<file path="src/design/ddr_config.svh">
`ifndef DDR_CONFIG_SVH
`define DDR_CONFIG_SVH

// register file addressing
`define DDR_REGF_ADDR_W    10
`define DDR_REGF_WR_BASE   10'd1   // first byte read out on a write
`define DDR_REGF_RD_BASE   10'd10  // first byte stored on a read

// dynamic address of device index 0, index is added on top
`define DDR_DYN_ADDR_BASE  7'd8

// scl stall lengths in scl cycles
`define DDR_STALL_RESTART  5'd10
`define DDR_STALL_EXIT     5'd16

// bit counter values inside the crc value where the staller is asked in
`define DDR_BITCNT_W       6
`define DDR_STALL_BIT_A    6'd11
`define DDR_STALL_BIT_B    6'd12

`endif

</file>
<file path="src/design/ddr_pkg.sv">
package ddr_pkg;

  // frame phases of one regular transfer
  typedef enum logic [4:0] {
    st_idle        = 5'd0,
    st_cmd_pre     = 5'd1,
    st_rw_bit      = 5'd2,
    st_seven_zeros = 5'd3,
    st_address     = 5'd4,
    st_parity      = 5'd5,   // command or data parity, see data_parity flag
    st_ack_pre     = 5'd6,
    st_ack_wait    = 5'd7,
    st_data_byte1  = 5'd8,
    st_data_byte2  = 5'd9,
    st_data_pad    = 5'd10,  // dummy second byte of an odd count
    st_data_pre    = 5'd11,
    st_crc_pre1    = 5'd12,
    st_crc_pre2    = 5'd13,
    st_crc_token   = 5'd14,
    st_crc_value   = 5'd15,
    st_error       = 5'd16,
    st_restart     = 5'd17,
    st_exit        = 5'd18,
    st_turnaround  = 5'd19
  } ddr_state_t;

  // serializer modes of the phy
  typedef enum logic [3:0] {
    tx_seven_zeros     = 4'd0,
    tx_serial_address  = 4'd1,
    tx_special_pre     = 4'd2,  // command preamble 01
    tx_one_preamble    = 4'd3,
    tx_zero_preamble   = 4'd4,
    tx_serial_byte     = 4'd5,
    tx_calc_parity     = 4'd6,
    tx_crc_value       = 4'd7,
    tx_crc_token       = 4'd8,
    tx_restart_pattern = 4'd9,
    tx_exit_pattern    = 4'd10
  } ddr_tx_mode_t;

  // deserializer modes of the phy
  typedef enum logic [3:0] {
    rx_preamble     = 4'd0,
    rx_deser_byte   = 4'd3,
    rx_check_token  = 4'd4,
    rx_check_parity = 4'd5,
    rx_check_crc    = 4'd6,
    rx_error_wait   = 4'd7
  } ddr_rx_mode_t;

  typedef enum logic [3:0] {
    err_success = 4'd0,
    err_crc     = 4'd1,
    err_parity  = 4'd2,
    err_frame   = 4'd3,
    err_nack    = 4'd5
  } ddr_err_t;

  typedef struct packed {
    logic       toc;        // 1 exit, 0 restart
    logic [4:0] dev_index;
    logic       wr_rd;      // 1 read
  } ddr_xfer_req_t;

  typedef struct packed {
    logic         tx_en;
    ddr_tx_mode_t tx_mode;
    logic         rx_en;
    ddr_rx_mode_t rx_mode;
    logic         pp_od;    // 1 push pull
  } ddr_phy_cmd_t;

  typedef struct packed {
    logic tx_done;  // one cycle strobes
    logic rx_done;
    logic rx_pre;
    logic rx_error;
  } ddr_phy_sts_t;

  typedef struct packed {
    logic       en;
    logic [4:0] cycles;
  } ddr_stall_t;

endpackage

</file>
<file path="src/design/ddr_frame_fsm.sv">
`timescale 1ns/1ps

module ddr_frame_fsm
  import ddr_pkg::*;
(
  input  logic          i_sys_clk,
  input  logic          i_sys_rst,
  input  logic          i_engine_en,
  input  ddr_xfer_req_t i_xfer_req,
  input  ddr_phy_sts_t  i_phy_sts,
  input  logic          i_frmcnt_last,
  input  logic          i_err_hit,
  output ddr_state_t    o_state,
  output logic          o_step,
  output logic          o_data_parity,
  output logic          o_delay_done
);

  ddr_state_t state;
  ddr_state_t next_state;
  logic       phase_active;  // phy is working on this phase
  logic       data_parity;
  logic       delay_done;

  // no phy phase in idle or turnaround, ack_wait listens only after its delay
  always_comb
  begin
    case (state)
      st_idle, st_turnaround: phase_active = 1'b0;
      st_ack_wait:            phase_active = delay_done;
      default:                phase_active = 1'b1;
    endcase
  end

  assign o_step = phase_active & (i_phy_sts.tx_done | i_phy_sts.rx_done);

  always_comb
  begin
    next_state = state;  // hold the phase until the phy strobes
    case (state)
      st_idle:
        if (i_engine_en)
          next_state = st_cmd_pre;
      st_cmd_pre:
        if (o_step)
          next_state = st_rw_bit;
      st_rw_bit:
        if (o_step)
          next_state = st_seven_zeros;
      st_seven_zeros:
        if (o_step)
          next_state = st_address;
      st_address:
        if (o_step)
          next_state = st_parity;
      st_parity:
        if (o_step)
        begin
          if (!data_parity)
            next_state = st_ack_pre;           // end of command word
          else if (!i_xfer_req.wr_rd && i_frmcnt_last)
            next_state = st_crc_pre1;          // last word written
          else
            next_state = st_data_pre;
        end
      st_ack_pre:
        if (o_step)
          next_state = st_ack_wait;
      st_ack_wait:
        if (o_step)
          next_state = st_data_byte1;          // nack diverted by err_hit
      st_data_byte1:
        if (o_step)
          next_state = i_frmcnt_last ? st_data_pad : st_data_byte2;
      st_data_byte2, st_data_pad:
        if (o_step)
          next_state = st_parity;
      st_data_pre:
        if (o_step)
        begin
          if (i_xfer_req.wr_rd && !i_phy_sts.rx_pre)
            next_state = st_crc_pre2;          // target ends the read
          else
            next_state = st_data_byte1;
        end
      st_crc_pre1:
        if (o_step)
          next_state = st_crc_pre2;
      st_crc_pre2:
        if (o_step)
          next_state = st_crc_token;
      st_crc_token:
        if (o_step)
          next_state = st_crc_value;
      st_crc_value, st_error:
        if (o_step)
          next_state = i_xfer_req.toc ? st_exit : st_restart;
      st_restart, st_exit:
        if (o_step)
          next_state = st_turnaround;
      st_turnaround:
        if (delay_done)
          next_state = st_idle;              // second cycle
      default:
        next_state = st_idle;
    endcase
    if (i_err_hit)
      next_state = st_error;                 // any failing step
  end

  always_ff @(posedge i_sys_clk or negedge i_sys_rst)
  begin
    if (!i_sys_rst)
    begin
      state       <= st_idle;
      data_parity <= 1'b0;
      delay_done  <= 1'b0;
    end
    else
    begin
      state <= next_state;
      // high from the second cycle of a delayed phase on
      delay_done <= (next_state == state) &&
                    ((state == st_ack_wait) || (state == st_turnaround));
      if ((state == st_data_byte1) || (state == st_data_byte2) || (state == st_data_pad))
        data_parity <= 1'b1;                 // next parity closes a data word
      else if (state == st_address)
        data_parity <= 1'b0;                 // next parity closes the command
    end
  end

  assign o_state       = state;
  assign o_data_parity = data_parity;
  assign o_delay_done  = delay_done;

endmodule

</file>
<file path="src/design/ddr_phy_decode.sv">
`timescale 1ns/1ps
`include "ddr_config.svh"

module ddr_phy_decode
  import ddr_pkg::*;
(
  input  ddr_state_t               i_state,
  input  ddr_xfer_req_t            i_xfer_req,
  input  logic                     i_data_parity,
  input  logic [`DDR_BITCNT_W-1:0] i_bitcnt,
  input  logic                     i_delay_done,
  output ddr_phy_cmd_t             o_phy_cmd,
  output logic [6:0]               o_tx_special_data,
  output logic                     o_regf_rd_en,
  output logic                     o_regf_wr_en,
  output logic                     o_frmcnt_en,
  output logic                     o_bitcnt_en,
  output logic                     o_bitcnt_rst,
  output ddr_stall_t               o_stall,
  output logic                     o_engine_done
);

  logic       is_rd;
  logic [4:0] stall_cycles;
  logic       stall_bit;

  assign is_rd        = i_xfer_req.wr_rd;
  assign stall_cycles = i_xfer_req.toc ? `DDR_STALL_EXIT : `DDR_STALL_RESTART;
  assign stall_bit    = (i_bitcnt == `DDR_STALL_BIT_A) || (i_bitcnt == `DDR_STALL_BIT_B);

  always_comb
  begin
    o_phy_cmd.tx_en   = 1'b0;
    o_phy_cmd.tx_mode = tx_seven_zeros;
    o_phy_cmd.rx_en   = 1'b0;
    o_phy_cmd.rx_mode = rx_preamble;
    o_phy_cmd.pp_od   = 1'b1;
    o_tx_special_data = 7'd0;
    o_regf_rd_en      = 1'b0;
    o_regf_wr_en      = 1'b0;
    o_frmcnt_en       = 1'b1;
    o_bitcnt_en       = 1'b1;
    o_bitcnt_rst      = 1'b0;
    o_stall.en        = 1'b0;
    o_stall.cycles    = 5'd0;
    o_engine_done     = 1'b0;

    case (i_state)
      st_idle:
      begin
        o_frmcnt_en = 1'b0;
        o_bitcnt_en = 1'b0;
      end
      st_cmd_pre:
      begin
        o_phy_cmd.tx_en   = 1'b1;
        o_phy_cmd.tx_mode = tx_special_pre;
        o_frmcnt_en       = 1'b0;  // frames count from the address on
      end
      st_rw_bit:
      begin
        o_phy_cmd.tx_en   = 1'b1;
        o_phy_cmd.tx_mode = is_rd ? tx_one_preamble : tx_zero_preamble;
        o_frmcnt_en       = 1'b0;
      end
      st_seven_zeros:
      begin
        o_phy_cmd.tx_en   = 1'b1;
        o_phy_cmd.tx_mode = tx_seven_zeros;
        o_frmcnt_en       = 1'b0;
      end
      st_address:
      begin
        o_phy_cmd.tx_en   = 1'b1;
        o_phy_cmd.tx_mode = tx_serial_address;
        o_tx_special_data = {2'b00, i_xfer_req.dev_index} + `DDR_DYN_ADDR_BASE;
      end
      st_parity:
        if (i_data_parity && is_rd)
        begin
          o_phy_cmd.rx_en   = 1'b1;
          o_phy_cmd.rx_mode = rx_check_parity;  // target sent the data word
        end
        else
        begin
          o_phy_cmd.tx_en   = 1'b1;
          o_phy_cmd.tx_mode = tx_calc_parity;
        end
      st_ack_pre:
      begin
        o_phy_cmd.tx_en   = 1'b1;
        o_phy_cmd.tx_mode = tx_one_preamble;
      end
      st_ack_wait:
      begin
        o_phy_cmd.rx_en   = i_delay_done;     // off for the first cycle
        o_phy_cmd.rx_mode = rx_preamble;
        o_phy_cmd.pp_od   = 1'b0;             // open drain for the ack bit
      end
      st_data_byte1, st_data_byte2, st_data_pad:
      begin
        if (is_rd)
        begin
          o_phy_cmd.rx_en   = 1'b1;
          o_phy_cmd.rx_mode = rx_deser_byte;
          o_regf_wr_en      = (i_state != st_data_pad);
        end
        else
        begin
          o_phy_cmd.tx_en   = 1'b1;
          o_phy_cmd.tx_mode = tx_serial_byte;
          o_regf_rd_en      = (i_state != st_data_pad);
        end
      end
      st_data_pre, st_crc_pre2:
        if (is_rd)
        begin
          o_phy_cmd.rx_en   = 1'b1;
          o_phy_cmd.rx_mode = rx_preamble;
        end
        else
        begin
          o_phy_cmd.tx_en   = 1'b1;
          o_phy_cmd.tx_mode = tx_one_preamble;
        end
      st_crc_pre1:
      begin
        o_phy_cmd.tx_en   = 1'b1;
        o_phy_cmd.tx_mode = tx_zero_preamble;
      end
      st_crc_token:
        if (is_rd)
        begin
          o_phy_cmd.rx_en   = 1'b1;
          o_phy_cmd.rx_mode = rx_check_token;
        end
        else
        begin
          o_phy_cmd.tx_en   = 1'b1;
          o_phy_cmd.tx_mode = tx_crc_token;
        end
      st_crc_value:
      begin
        if (is_rd)
        begin
          o_phy_cmd.rx_en   = 1'b1;
          o_phy_cmd.rx_mode = rx_check_crc;
        end
        else
        begin
          o_phy_cmd.tx_en   = 1'b1;
          o_phy_cmd.tx_mode = tx_crc_value;
        end
        o_stall.en     = stall_bit;           // stretch scl ahead of the pattern
        o_stall.cycles = stall_bit ? stall_cycles : 5'd0;
      end
      st_error:
      begin
        o_phy_cmd.rx_en   = 1'b1;
        o_phy_cmd.rx_mode = rx_error_wait;
        o_bitcnt_rst      = 1'b1;
      end
      st_restart, st_exit:
      begin
        o_phy_cmd.tx_en   = 1'b1;
        o_phy_cmd.tx_mode = (i_state == st_exit) ? tx_exit_pattern : tx_restart_pattern;
        o_stall.en        = 1'b1;
        o_stall.cycles    = stall_cycles;
      end
      st_turnaround:
      begin
        o_frmcnt_en   = 1'b0;
        o_bitcnt_en   = 1'b0;
        o_engine_done = i_delay_done;         // second turnaround cycle
      end
      default:
      begin
        o_frmcnt_en = 1'b0;
        o_bitcnt_en = 1'b0;
      end
    endcase
  end

endmodule

</file>
<file path="src/design/ddr_regf_addr.sv">
`timescale 1ns/1ps
`include "ddr_config.svh"

module ddr_regf_addr
  import ddr_pkg::*;
(
  input  logic                        i_sys_clk,
  input  logic                        i_sys_rst,
  input  ddr_state_t                  i_state,
  input  logic                        i_step,
  input  logic                        i_wr_rd,
  output logic [`DDR_REGF_ADDR_W-1:0] o_regf_addr
);

  logic load;
  logic incr;

  assign load = i_step && (i_state == st_ack_wait);  // ack seen, first byte next
  assign incr = i_step && ((i_state == st_data_byte1) || (i_state == st_data_byte2));

  always_ff @(posedge i_sys_clk or negedge i_sys_rst)
  begin
    if (!i_sys_rst)
      o_regf_addr <= '0;
    else if (load)
      o_regf_addr <= i_wr_rd ? `DDR_REGF_RD_BASE : `DDR_REGF_WR_BASE;
    else if (incr)
      o_regf_addr <= o_regf_addr + 1'b1;  // one per finished byte
  end

endmodule

</file>
<file path="src/design/ddr_error_report.sv">
`timescale 1ns/1ps

module ddr_error_report
  import ddr_pkg::*;
(
  input  logic         i_sys_clk,
  input  logic         i_sys_rst,
  input  ddr_state_t   i_state,
  input  logic         i_step,
  input  logic         i_wr_rd,
  input  ddr_phy_sts_t i_phy_sts,
  input  logic         i_data_parity,
  output logic         o_err_hit,
  output ddr_err_t     o_error_type
);

  ddr_err_t code;  // failure of the current phase if it ended now

  always_comb
  begin
    code = err_success;
    case (i_state)
      st_ack_wait:
        if (i_phy_sts.rx_pre)
          code = err_nack;                   // nobody pulled sda low
      st_parity:
        if (i_wr_rd && i_data_parity && i_phy_sts.rx_error)
          code = err_parity;
      st_crc_pre2:
        if (i_wr_rd && !i_phy_sts.rx_pre)
          code = err_frame;                  // crc preamble must be 1
      st_crc_token:
        if (i_wr_rd && i_phy_sts.rx_error)
          code = err_frame;
      st_crc_value:
        if (i_wr_rd && i_phy_sts.rx_error)
          code = err_crc;
      default:
        code = err_success;
    endcase
  end

  assign o_err_hit = i_step && (code != err_success);

  always_ff @(posedge i_sys_clk or negedge i_sys_rst)
  begin
    if (!i_sys_rst)
      o_error_type <= err_success;
    else if (o_err_hit)
      o_error_type <= code;
    else if (i_step && (i_state == st_cmd_pre))
      o_error_type <= err_success;           // new transfer under way
  end

endmodule

</file>
<file path="src/design/ddr_mode.sv">
`timescale 1ns/1ps
`include "ddr_config.svh"

module ddr_mode
  import ddr_pkg::*;
(
  input  logic                        i_sys_clk,
  input  logic                        i_sys_rst,
  input  logic                        i_engine_en,
  input  ddr_xfer_req_t               i_xfer_req,
  input  logic                        i_frmcnt_last,
  input  logic [`DDR_BITCNT_W-1:0]    i_bitcnt,
  input  ddr_phy_sts_t                i_phy_sts,
  output ddr_phy_cmd_t                o_phy_cmd,
  output logic [6:0]                  o_tx_special_data,
  output logic                        o_regf_rd_en,
  output logic                        o_regf_wr_en,
  output logic [`DDR_REGF_ADDR_W-1:0] o_regf_addr,
  output logic                        o_frmcnt_en,
  output logic                        o_bitcnt_en,
  output logic                        o_bitcnt_rst,
  output ddr_stall_t                  o_stall,
  output ddr_err_t                    o_regf_error_type,
  output logic                        o_engine_done
);

  ddr_state_t state;
  logic       step;
  logic       data_parity;
  logic       delay_done;
  logic       err_hit;

  ddr_frame_fsm u_frame_fsm (
    .i_sys_clk     (i_sys_clk),
    .i_sys_rst     (i_sys_rst),
    .i_engine_en   (i_engine_en),
    .i_xfer_req    (i_xfer_req),
    .i_phy_sts     (i_phy_sts),
    .i_frmcnt_last (i_frmcnt_last),
    .i_err_hit     (err_hit),
    .o_state       (state),
    .o_step        (step),
    .o_data_parity (data_parity),
    .o_delay_done  (delay_done)
  );

  ddr_phy_decode u_phy_decode (
    .i_state           (state),
    .i_xfer_req        (i_xfer_req),
    .i_data_parity     (data_parity),
    .i_bitcnt          (i_bitcnt),
    .i_delay_done      (delay_done),
    .o_phy_cmd         (o_phy_cmd),
    .o_tx_special_data (o_tx_special_data),
    .o_regf_rd_en      (o_regf_rd_en),
    .o_regf_wr_en      (o_regf_wr_en),
    .o_frmcnt_en       (o_frmcnt_en),
    .o_bitcnt_en       (o_bitcnt_en),
    .o_bitcnt_rst      (o_bitcnt_rst),
    .o_stall           (o_stall),
    .o_engine_done     (o_engine_done)
  );

  ddr_regf_addr u_regf_addr (
    .i_sys_clk   (i_sys_clk),
    .i_sys_rst   (i_sys_rst),
    .i_state     (state),
    .i_step      (step),
    .i_wr_rd     (i_xfer_req.wr_rd),
    .o_regf_addr (o_regf_addr)
  );

  ddr_error_report u_error_report (
    .i_sys_clk     (i_sys_clk),
    .i_sys_rst     (i_sys_rst),
    .i_state       (state),
    .i_step        (step),
    .i_wr_rd       (i_xfer_req.wr_rd),
    .i_phy_sts     (i_phy_sts),
    .i_data_parity (data_parity),
    .o_err_hit     (err_hit),
    .o_error_type  (o_regf_error_type)
  );

endmodule

</file>
<file path="config.mk">
export PLATFORM = sky130hd
export DESIGN_NAME = ddr_mode
export DESIGN_NICKNAME = d
export VERILOG_FILES = /design/src/design/ddr_pkg.sv /design/src/design/ddr_frame_fsm.sv /design/src/design/ddr_phy_decode.sv /design/src/design/ddr_regf_addr.sv /design/src/design/ddr_error_report.sv /design/src/design/ddr_mode.sv
export VERILOG_INCLUDE_DIRS = /design/src /design/src/design
export SDC_FILE = /design/constraint.sdc
export NUM_CORES = 1
export LEC_CHECK = 0
export ABC_AREA = 1
export BUFFER_PORTS_ARGS = -buffer_cell sky130_fd_sc_hd__buf_2
export CORE_MARGIN = 4
export CORE_UTILIZATION = 40
export CTS_BUF_LIST = sky130_fd_sc_hd__clkbuf_4
export DETAILED_ROUTE_END_ITERATION = 12
export PLACE_DENSITY = 0.7
export SETUP_SLACK_MARGIN = 0.3
export SLEW_MARGIN = 25
export SYNTH_ARGS = -nofsm -noshare
export SYNTH_HDL_FRONTEND = slang
export SYNTH_SLANG_ARGS = --single-unit
</file>
<file path="constraint.sdc">
create_clock -name i_sys_clk -period 4.97 [get_ports i_sys_clk]
set_input_delay 0.2485 -clock i_sys_clk [delete_from_list [all_inputs] [get_ports i_sys_clk]]
set_output_delay 0.2485 -clock i_sys_clk [all_outputs]
set_load 0.01 [all_outputs]
</file>
==> results of run 1 <==
area by class of cell:
class                           instances  area (sq um)
Clock buffer                            3         22.52
Clock inverter                          1         3.754
Fill cell                             498          2419
Inverter                               57         219.0
Multi-Input combinational cell        230          1232
Sequential cell                        20         500.5
Tap cell                               67         83.83
Timing Repair Buffer                   60         305.3
cell families after synthesis:
family	count (synthesis)	synth area share
simple gates	172	0.4475
buf+inv	66	0.1419
compound gates	50	0.1419
flops	20	0.2500
fa+ha+maj	2	0.01250
xor+xnor	1	0.004376
other cells	1	0.001873
power groups by stage:
stage                     clock [W]  sequential, W  combinational, W
after detailed placement          0       0.000289          0.000899
after floorplan                   0       0.000288          0.000647
after global placement            0       0.000289          0.000903
after global routing      0.0000935       0.000298           0.00102
final                     0.0000821       0.000288          0.000907
after CTS                 0.0000851       0.000286          0.000905
path summary, 6_finish.rpt:
path	endpoint	slack, ns	cells past startpoint
setup / recovery	o_phy_cmd[10]	2.55	8
hold / removal	u_error_report.o_error_type[2]	0.26	3
setup reg to reg	u_regf_addr.o_regf_addr[8]	2.74	13
hold reg to reg	u_regf_addr.o_regf_addr[2]	0.49	1
max in group asynchronous	u_frame_fsm.o_data_parity	4.22	2
min in group asynchronous	u_regf_addr.o_regf_addr[5]	0.42	2
through the flow:
stage	std cells	setup WS, ns	power (W)	utilization	cell area (sq um)
finish	438	2.551	0.001277	0.4946	2367
global route	438	2.326	0.001409	0.4946	2367
CTS	438	2.581	0.001277	0.4946	2367
detailed placement	433	2.790	0.001189	0.4871	2331
global placement	433	2.798	0.001192	0.4871	2331
floorplan	316	3.152	0.0009351	-	2017
repair_timing:
action	CTS	global route
hold buffers	1	0
setup buffers	0	0
endpoints found under the hold margin	20	0
layout by cell type (no fill, tap or decap), types with 2 or more instances in the layout:
master    synthesis  routed
inv_4             2       2
clkbuf_4          0       3
nor2_2            4       4
nor2_1           41      41
nor3_1            7       7
nand3_2           6       6
nand2_2           6       6
clkinv_1          1       2
a31oi_1           4       4
dfrtp_1          20      20
conb_1            1       5
nor4_1            4       4
o21ai_1           5       5
o21ai_2           2       2
nand2_1          61      61
ha_1              2       2
and3_1            2       2
a21oi_1          11      11
inv_1            49      49
nand3_4           2       2
nand3_1          17      17
nand2_8           2       2
nand4_1           9       9
inv_2             5       5
nand2_4           2       2
a22oi_1           2       2
nor2_4            3       3
or2_2             2       2
nor3b_1           2       2
o21ai_0          21      21
buf_2             0      59
worst max-delay path, cell delays in order (launching register included):
cell     delay [ns]
dfrtp_1        0.47
inv_1          0.14
nand2_1        0.19
nor2_1         0.47
o21ai_0        0.22
nand2_1        0.13
nor2_1         0.04
nand3_1        0.07
buf_2          0.13
state kept, by name (all words and copies together) (netlist names):
signal / count
u_frame_fsm.o_data_parity: 1
u_frame_fsm.o_state: 5
u_frame_fsm.o_delay_done: 1
u_error_report.o_error_type: 3
u_regf_addr.o_regf_addr: 10
per-layer routing:
metal	part of all wire	track usage
met4	0.0088	0.05070
met5	0	0
met2	0.48	0.3447
met1	0.44	0.2668
met3	0.070	0.03401
==> flow_metrics.env, run 1 <==
export IMPL_status="complete, no violations"
export IMPL_worstSetupStartpointType="flop"
export IMPL_yosysSeqAreaShare=0.2500
export IMPL_drive_gt1_frac=0.2668
export IMPL_synth_top_area_share=0.2500
export IMPL_yosysMostFrequentCell="nand2_1"
export IMPL_dieWidth_um=78.75
export IMPL_skew_ns=0.001202
export IMPL_cts_root_buf="clkbuf_4"
export IMPL_worstPathArrival_ns=2.17
export IMPL_crit_required_ns=4.72
export IMPL_critPathLaunch="u_frame_fsm.o_state[1]"
export IMPL_overflow=0
export IMPL_ys_ff_latch=20
export IMPL_finalWirelength_mm=6.033
export IMPL_clkSinkCount=20
export IMPL_rsz0062_at_grt="no"
export IMPL_hold_path_class="input port to flop"
export IMPL_fin_crit_sh=0.4867
export IMPL_antenna_found_initial=0
export IMPL_hold_start="i_phy_sts[1]"
export IMPL_peakVddDrop_uv=213.8
export IMPL_die_y_um=78.75
export IMPL_synthCells=312
export IMPL_max_cap_violations=0
export IMPL_wl_per_cell_um=13.77
export IMPL_diodes=0
export IMPL_num_rows=25
export IMPL_firstDrtPassIters=5
export IMPL_power_switching_w=0.0007159
export IMPL_setup_viol=0
export IMPL_combPwrFrac=0.710
export IMPL_clock_latency_ns=0.30
export IMPL_io_buffers=59
export IMPL_drc=0
export IMPL_clock_tree_buffer_depth=2
export IMPL_slew_headroom=0.6557
export IMPL_h_tree_depth=1
export IMPL_ys_warn_count=0
export IMPL_grt_pass1_wl_mm=10.21
export IMPL_cp_end_kind="output pin"
export IMPL_syn2layout_area_growth_pct=18.25
export IMPL_core_sq_um=4786
export IMPL_drt_iter0_markers=241
export IMPL_synthArstFlopShare=1.000
export IMPL_crit_path_max_fanout=8
export IMPL_grt_max_degree=21
export IMPL_fin_crit_ns=2.419
export IMPL_post_cts_resize_count=0
export IMPL_hold_viol_final=0
export IMPL_gp_congestion=1.009
export IMPL_tns_ns=0
export IMPL_cts_buffers_inserted=3
export IMPL_grt_pass1_vias=2167
export IMPL_ant_nets=0
export IMPL_drv_slew=0
export IMPL_yosys_most_used_dff="dfrtp_1"
export IMPL_dp_hpwl_mm=4.957
export IMPL_synth_cell_type_count=41
export IMPL_syn_area_per_cell_sq_um=6.416
export IMPL_synthTopCellsByArea="dfrtp_1 25%, nand2_1 11%, inv_1 9.2%"
export IMPL_synth_edf_count=0
export IMPL_syn_area_sq_um=2002
export IMPL_seq_power_share=0.225
export IMPL_leakage_nw=1.385
export IMPL_cts_tree="built"
export IMPL_clkTransAtPathRegs_ns=0.12
export IMPL_viasPerCell=5.103
export IMPL_p_int_w=0.0005609
export IMPL_route_vias_total=2235
export IMPL_reg2reg_from="u_frame_fsm.o_state[4]"
export IMPL_max_clock_freq_mhz=413.4
export IMPL_io_pins=65
export IMPL_grt_usage=0.2026
export IMPL_worst_pin_slew_ns=0.5145
export IMPL_synth_common_cells="61 x nand2_1, 49 x inv_1, 41 x nor2_1, 21 x o21ai_0, 20 x dfrtp_1"
export IMPL_synth_top_area_cell="dfrtp_1"
export IMPL_powerDensity_nw_per_um2=539.4
export IMPL_worstSetupPathType="flop to output pin"
export IMPL_nets=395
export IMPL_floorplan_die_area_sq_um=6201
export IMPL_initial_core_util=0.4183
export IMPL_p_sw_frac=0.5607
export IMPL_timing_hold_ws_ns=0.2620
export IMPL_clockPowerShare=0.064
Power figures use the tool's default switching activity.
==> run 2, diff against run 1 <==
Clock period 4.97 ns to 2.25 ns, I/O delays scaled along.
==> run 2 against run 1 <==
  * Non-clock buffer count rose by 41
  * Sequential power rose by 120%
  * Cell area rose by 30%
  * Routed wire length rose by 29%
  * Worst hold slack got worse by 0.097 ns
  * Via count rose by 19%
  * Largest power group unchanged
==> flow_metrics.env, run 2 (same netlist as run 1, synthesis figures left out) <==
export IMPL_status="complete, no violations"
export IMPL_num_rows=25
export IMPL_grt_pass1_vias=2409
export IMPL_largest_register="u_regf_addr.o_regf_addr"
export IMPL_cts_tree="built"
export IMPL_grt_max_degree=21
export IMPL_core_sq_um=4786
export IMPL_floorplan_die_area_sq_um=6201
export IMPL_finalWirelength_mm=7.759
export IMPL_syn2layout_area_growth_pct=54.13
export IMPL_critPathMaxStageDelay_ns=0.45
export IMPL_leakage_nw=1.646
export IMPL_firstDrtPassIters=5
export IMPL_setup_viol=0
export IMPL_powerDensity_nw_per_um2=1269
export IMPL_max_cap_violations=0
export IMPL_io_pins=65
export IMPL_dp_cells=436
export IMPL_crit_required_ns=2.46
export IMPL_reg2reg_from="u_frame_fsm.o_state[1]"
export IMPL_die_y_um=78.75
export IMPL_drc=0
export IMPL_ant_nets=0
export IMPL_drt_iter0_markers=274
export IMPL_dp_hpwl_mm=4.963
export IMPL_clkSinkCount=20
export IMPL_cts_root_buf="clkbuf_4"
export IMPL_cp_end_kind="flop"
export IMPL_route_vias_total=2661
export IMPL_grt_usage=0.2275
export IMPL_crit_path_top_delay_cell="dfrtp_2"
export IMPL_fin_crit_ns=2.037
export IMPL_crit_chain="buf_12 > inv_4 > nand2_8 > buf_4 > nor3_1 > nor2_2 > nand2_1 > nor2_2 > nor2_1 > nor2_1 > nand3_2 > nand3_1 > nand2_1 > nor2_2"
export IMPL_overflow=0
export IMPL_wl_per_cell_um=16.16
export IMPL_cts_buffers_inserted=3
export IMPL_finalInstanceArea_sq_um=3085
export IMPL_grt_pass1_wl_mm=11.37
export IMPL_fin_crit_sh=0.9055
export IMPL_final_cell_mix="59 x buf_2, 49 x nand2_1, 40 x inv_1"
export IMPL_io_buffers=59
export IMPL_worstSetupStartpointType="flop"
export IMPL_worstPathArrival_ns=2.24
export IMPL_finalNonFillerCells=480
export IMPL_clock_tree_buffer_depth=2
export IMPL_peakVddDrop_uv=638.4
export IMPL_critPathLaunch="u_frame_fsm.o_state[1]"
export IMPL_initial_core_util=0.4183
export IMPL_hold_start="i_phy_sts[1]"
export IMPL_max_clock_freq_mhz=490.8
export IMPL_tns_ns=0
export IMPL_drive_gt1_frac=0.4843
export IMPL_clock_latency_ns=0.31
export IMPL_final_common_cell="buf_2"
export IMPL_largest_reg_flops=10
export IMPL_fillers=387
export IMPL_cp_common_cell="nor2_2"
export IMPL_h_tree_depth=1
export IMPL_antenna_found_initial=0
export IMPL_gp_congestion=1.019
export IMPL_seqCellArea_sq_um=506.7
export IMPL_total_power_w=0.003917
export IMPL_worstSetupPathType="flop to flop"
export IMPL_skew_ns=0.01514
export IMPL_dpl_cell_area_sq_um=2354
export IMPL_fin_util=0.6447
export IMPL_critical_path_buf_inv_count=3
export IMPL_diodes=0
export IMPL_hold_viol_final=0
export IMPL_viasPerCell=5.544
export IMPL_drv_slew=0
export IMPL_crit_family="simple AND/OR/NAND/NOR gates"
export IMPL_hold_path_class="input port to flop"
export IMPL_multiInputGateArea_sq_um=1551
export IMPL_rsz0062_at_grt="yes"
export IMPL_nets=438
export IMPL_clkTransAtPathRegs_ns=0.13
export IMPL_dieWidth_um=78.75
export IMPL_crit_path_max_fanout=6
run 2: changes by cell type in the layout (fill, tap and decap cells not counted), sizes merged:
cell | previous run | this run
nand2 | 71 | 72
buf | 59 | 100
run 2: layout make-up:
| class | instances | area share |
|---|---|---|
| Multi-Input combinational cell | 231 | 0.5028 |
| Timing Repair Buffer | 101 | 0.2149 |
| Sequential cell | 20 | 0.1642 |
| Inverter | 57 | 0.08070 |
| Tap cell | 67 | 0.02717 |
| Clock buffer | 3 | 0.007299 |
| Timing Repair inverter | 1 | 0.002839 |
run 2: metrics by stage:
stage	hold WS, ns	worst slack (ns)
after floorplan	-0.1831	0.4712
after global placement	0.1006	0.1042
after detailed placement	0.09955	0.06381
after CTS	0.1492	0.2562
after global routing	0.1510	0.1341
final	0.1652	0.2126
run 2: repair_timing:
item                       4_1_cts  5_1_grt
cloned                           0        2
hold endpoints to repair        20        0
pin swaps                       14       20
setup buffers                   24       14
gates resized for setup         46       66
setup endpoints to repair       27       33
hold buffers                     1        0
run 2: power by group:
group          total, W  switching, W  internal [W]  leakage (nW)
Combinational   0.00310       0.00187       0.00123          1.39
Clock          0.000182      0.000119     0.0000626        0.0138
Sequential     0.000635      0.000144      0.000492         0.244
Total           0.00392       0.00213       0.00178          1.65
run 2: path summary, 6_finish.rpt:
check                                                       to  slack, ns  cells after the start
max in group asynchronous               u_frame_fsm.o_state[4]       1.60                      2
min in group asynchronous           u_regf_addr.o_regf_addr[6]       0.28                      2
worst max register to register        u_frame_fsm.o_delay_done       0.21                     14
worst min-delay path            u_error_report.o_error_type[2]       0.17                      3
worst min register to register      u_regf_addr.o_regf_addr[2]       0.49                      1
worst max-delay path                  u_frame_fsm.o_delay_done       0.21                     14
run 2: worst register-to-register path, stage by stage, from the launching register on:
cell and delay (ns):
dfrtp_2 0.45, buf_12 0.16, inv_4 0.08, nand2_8 0.07, buf_4 0.14, nor3_1 0.29
nor2_2 0.12, nand2_1 0.10, nor2_2 0.04, nor2_1 0.10, nor2_1 0.06, nand3_2 0.08
nand3_1 0.10, nand2_1 0.10, nor2_2 0.03
run 2: per-layer routing:
layer  GRT usage  part of all wire  vias up  wire length (um)
met5           0                 0        -                 0
met4     0.09965             0.051        0               396
met3     0.04422             0.088       44               686
met2      0.3896              0.48      196              3695
met1      0.2761              0.38     1208              2981
li1            -                 -     1213                 -
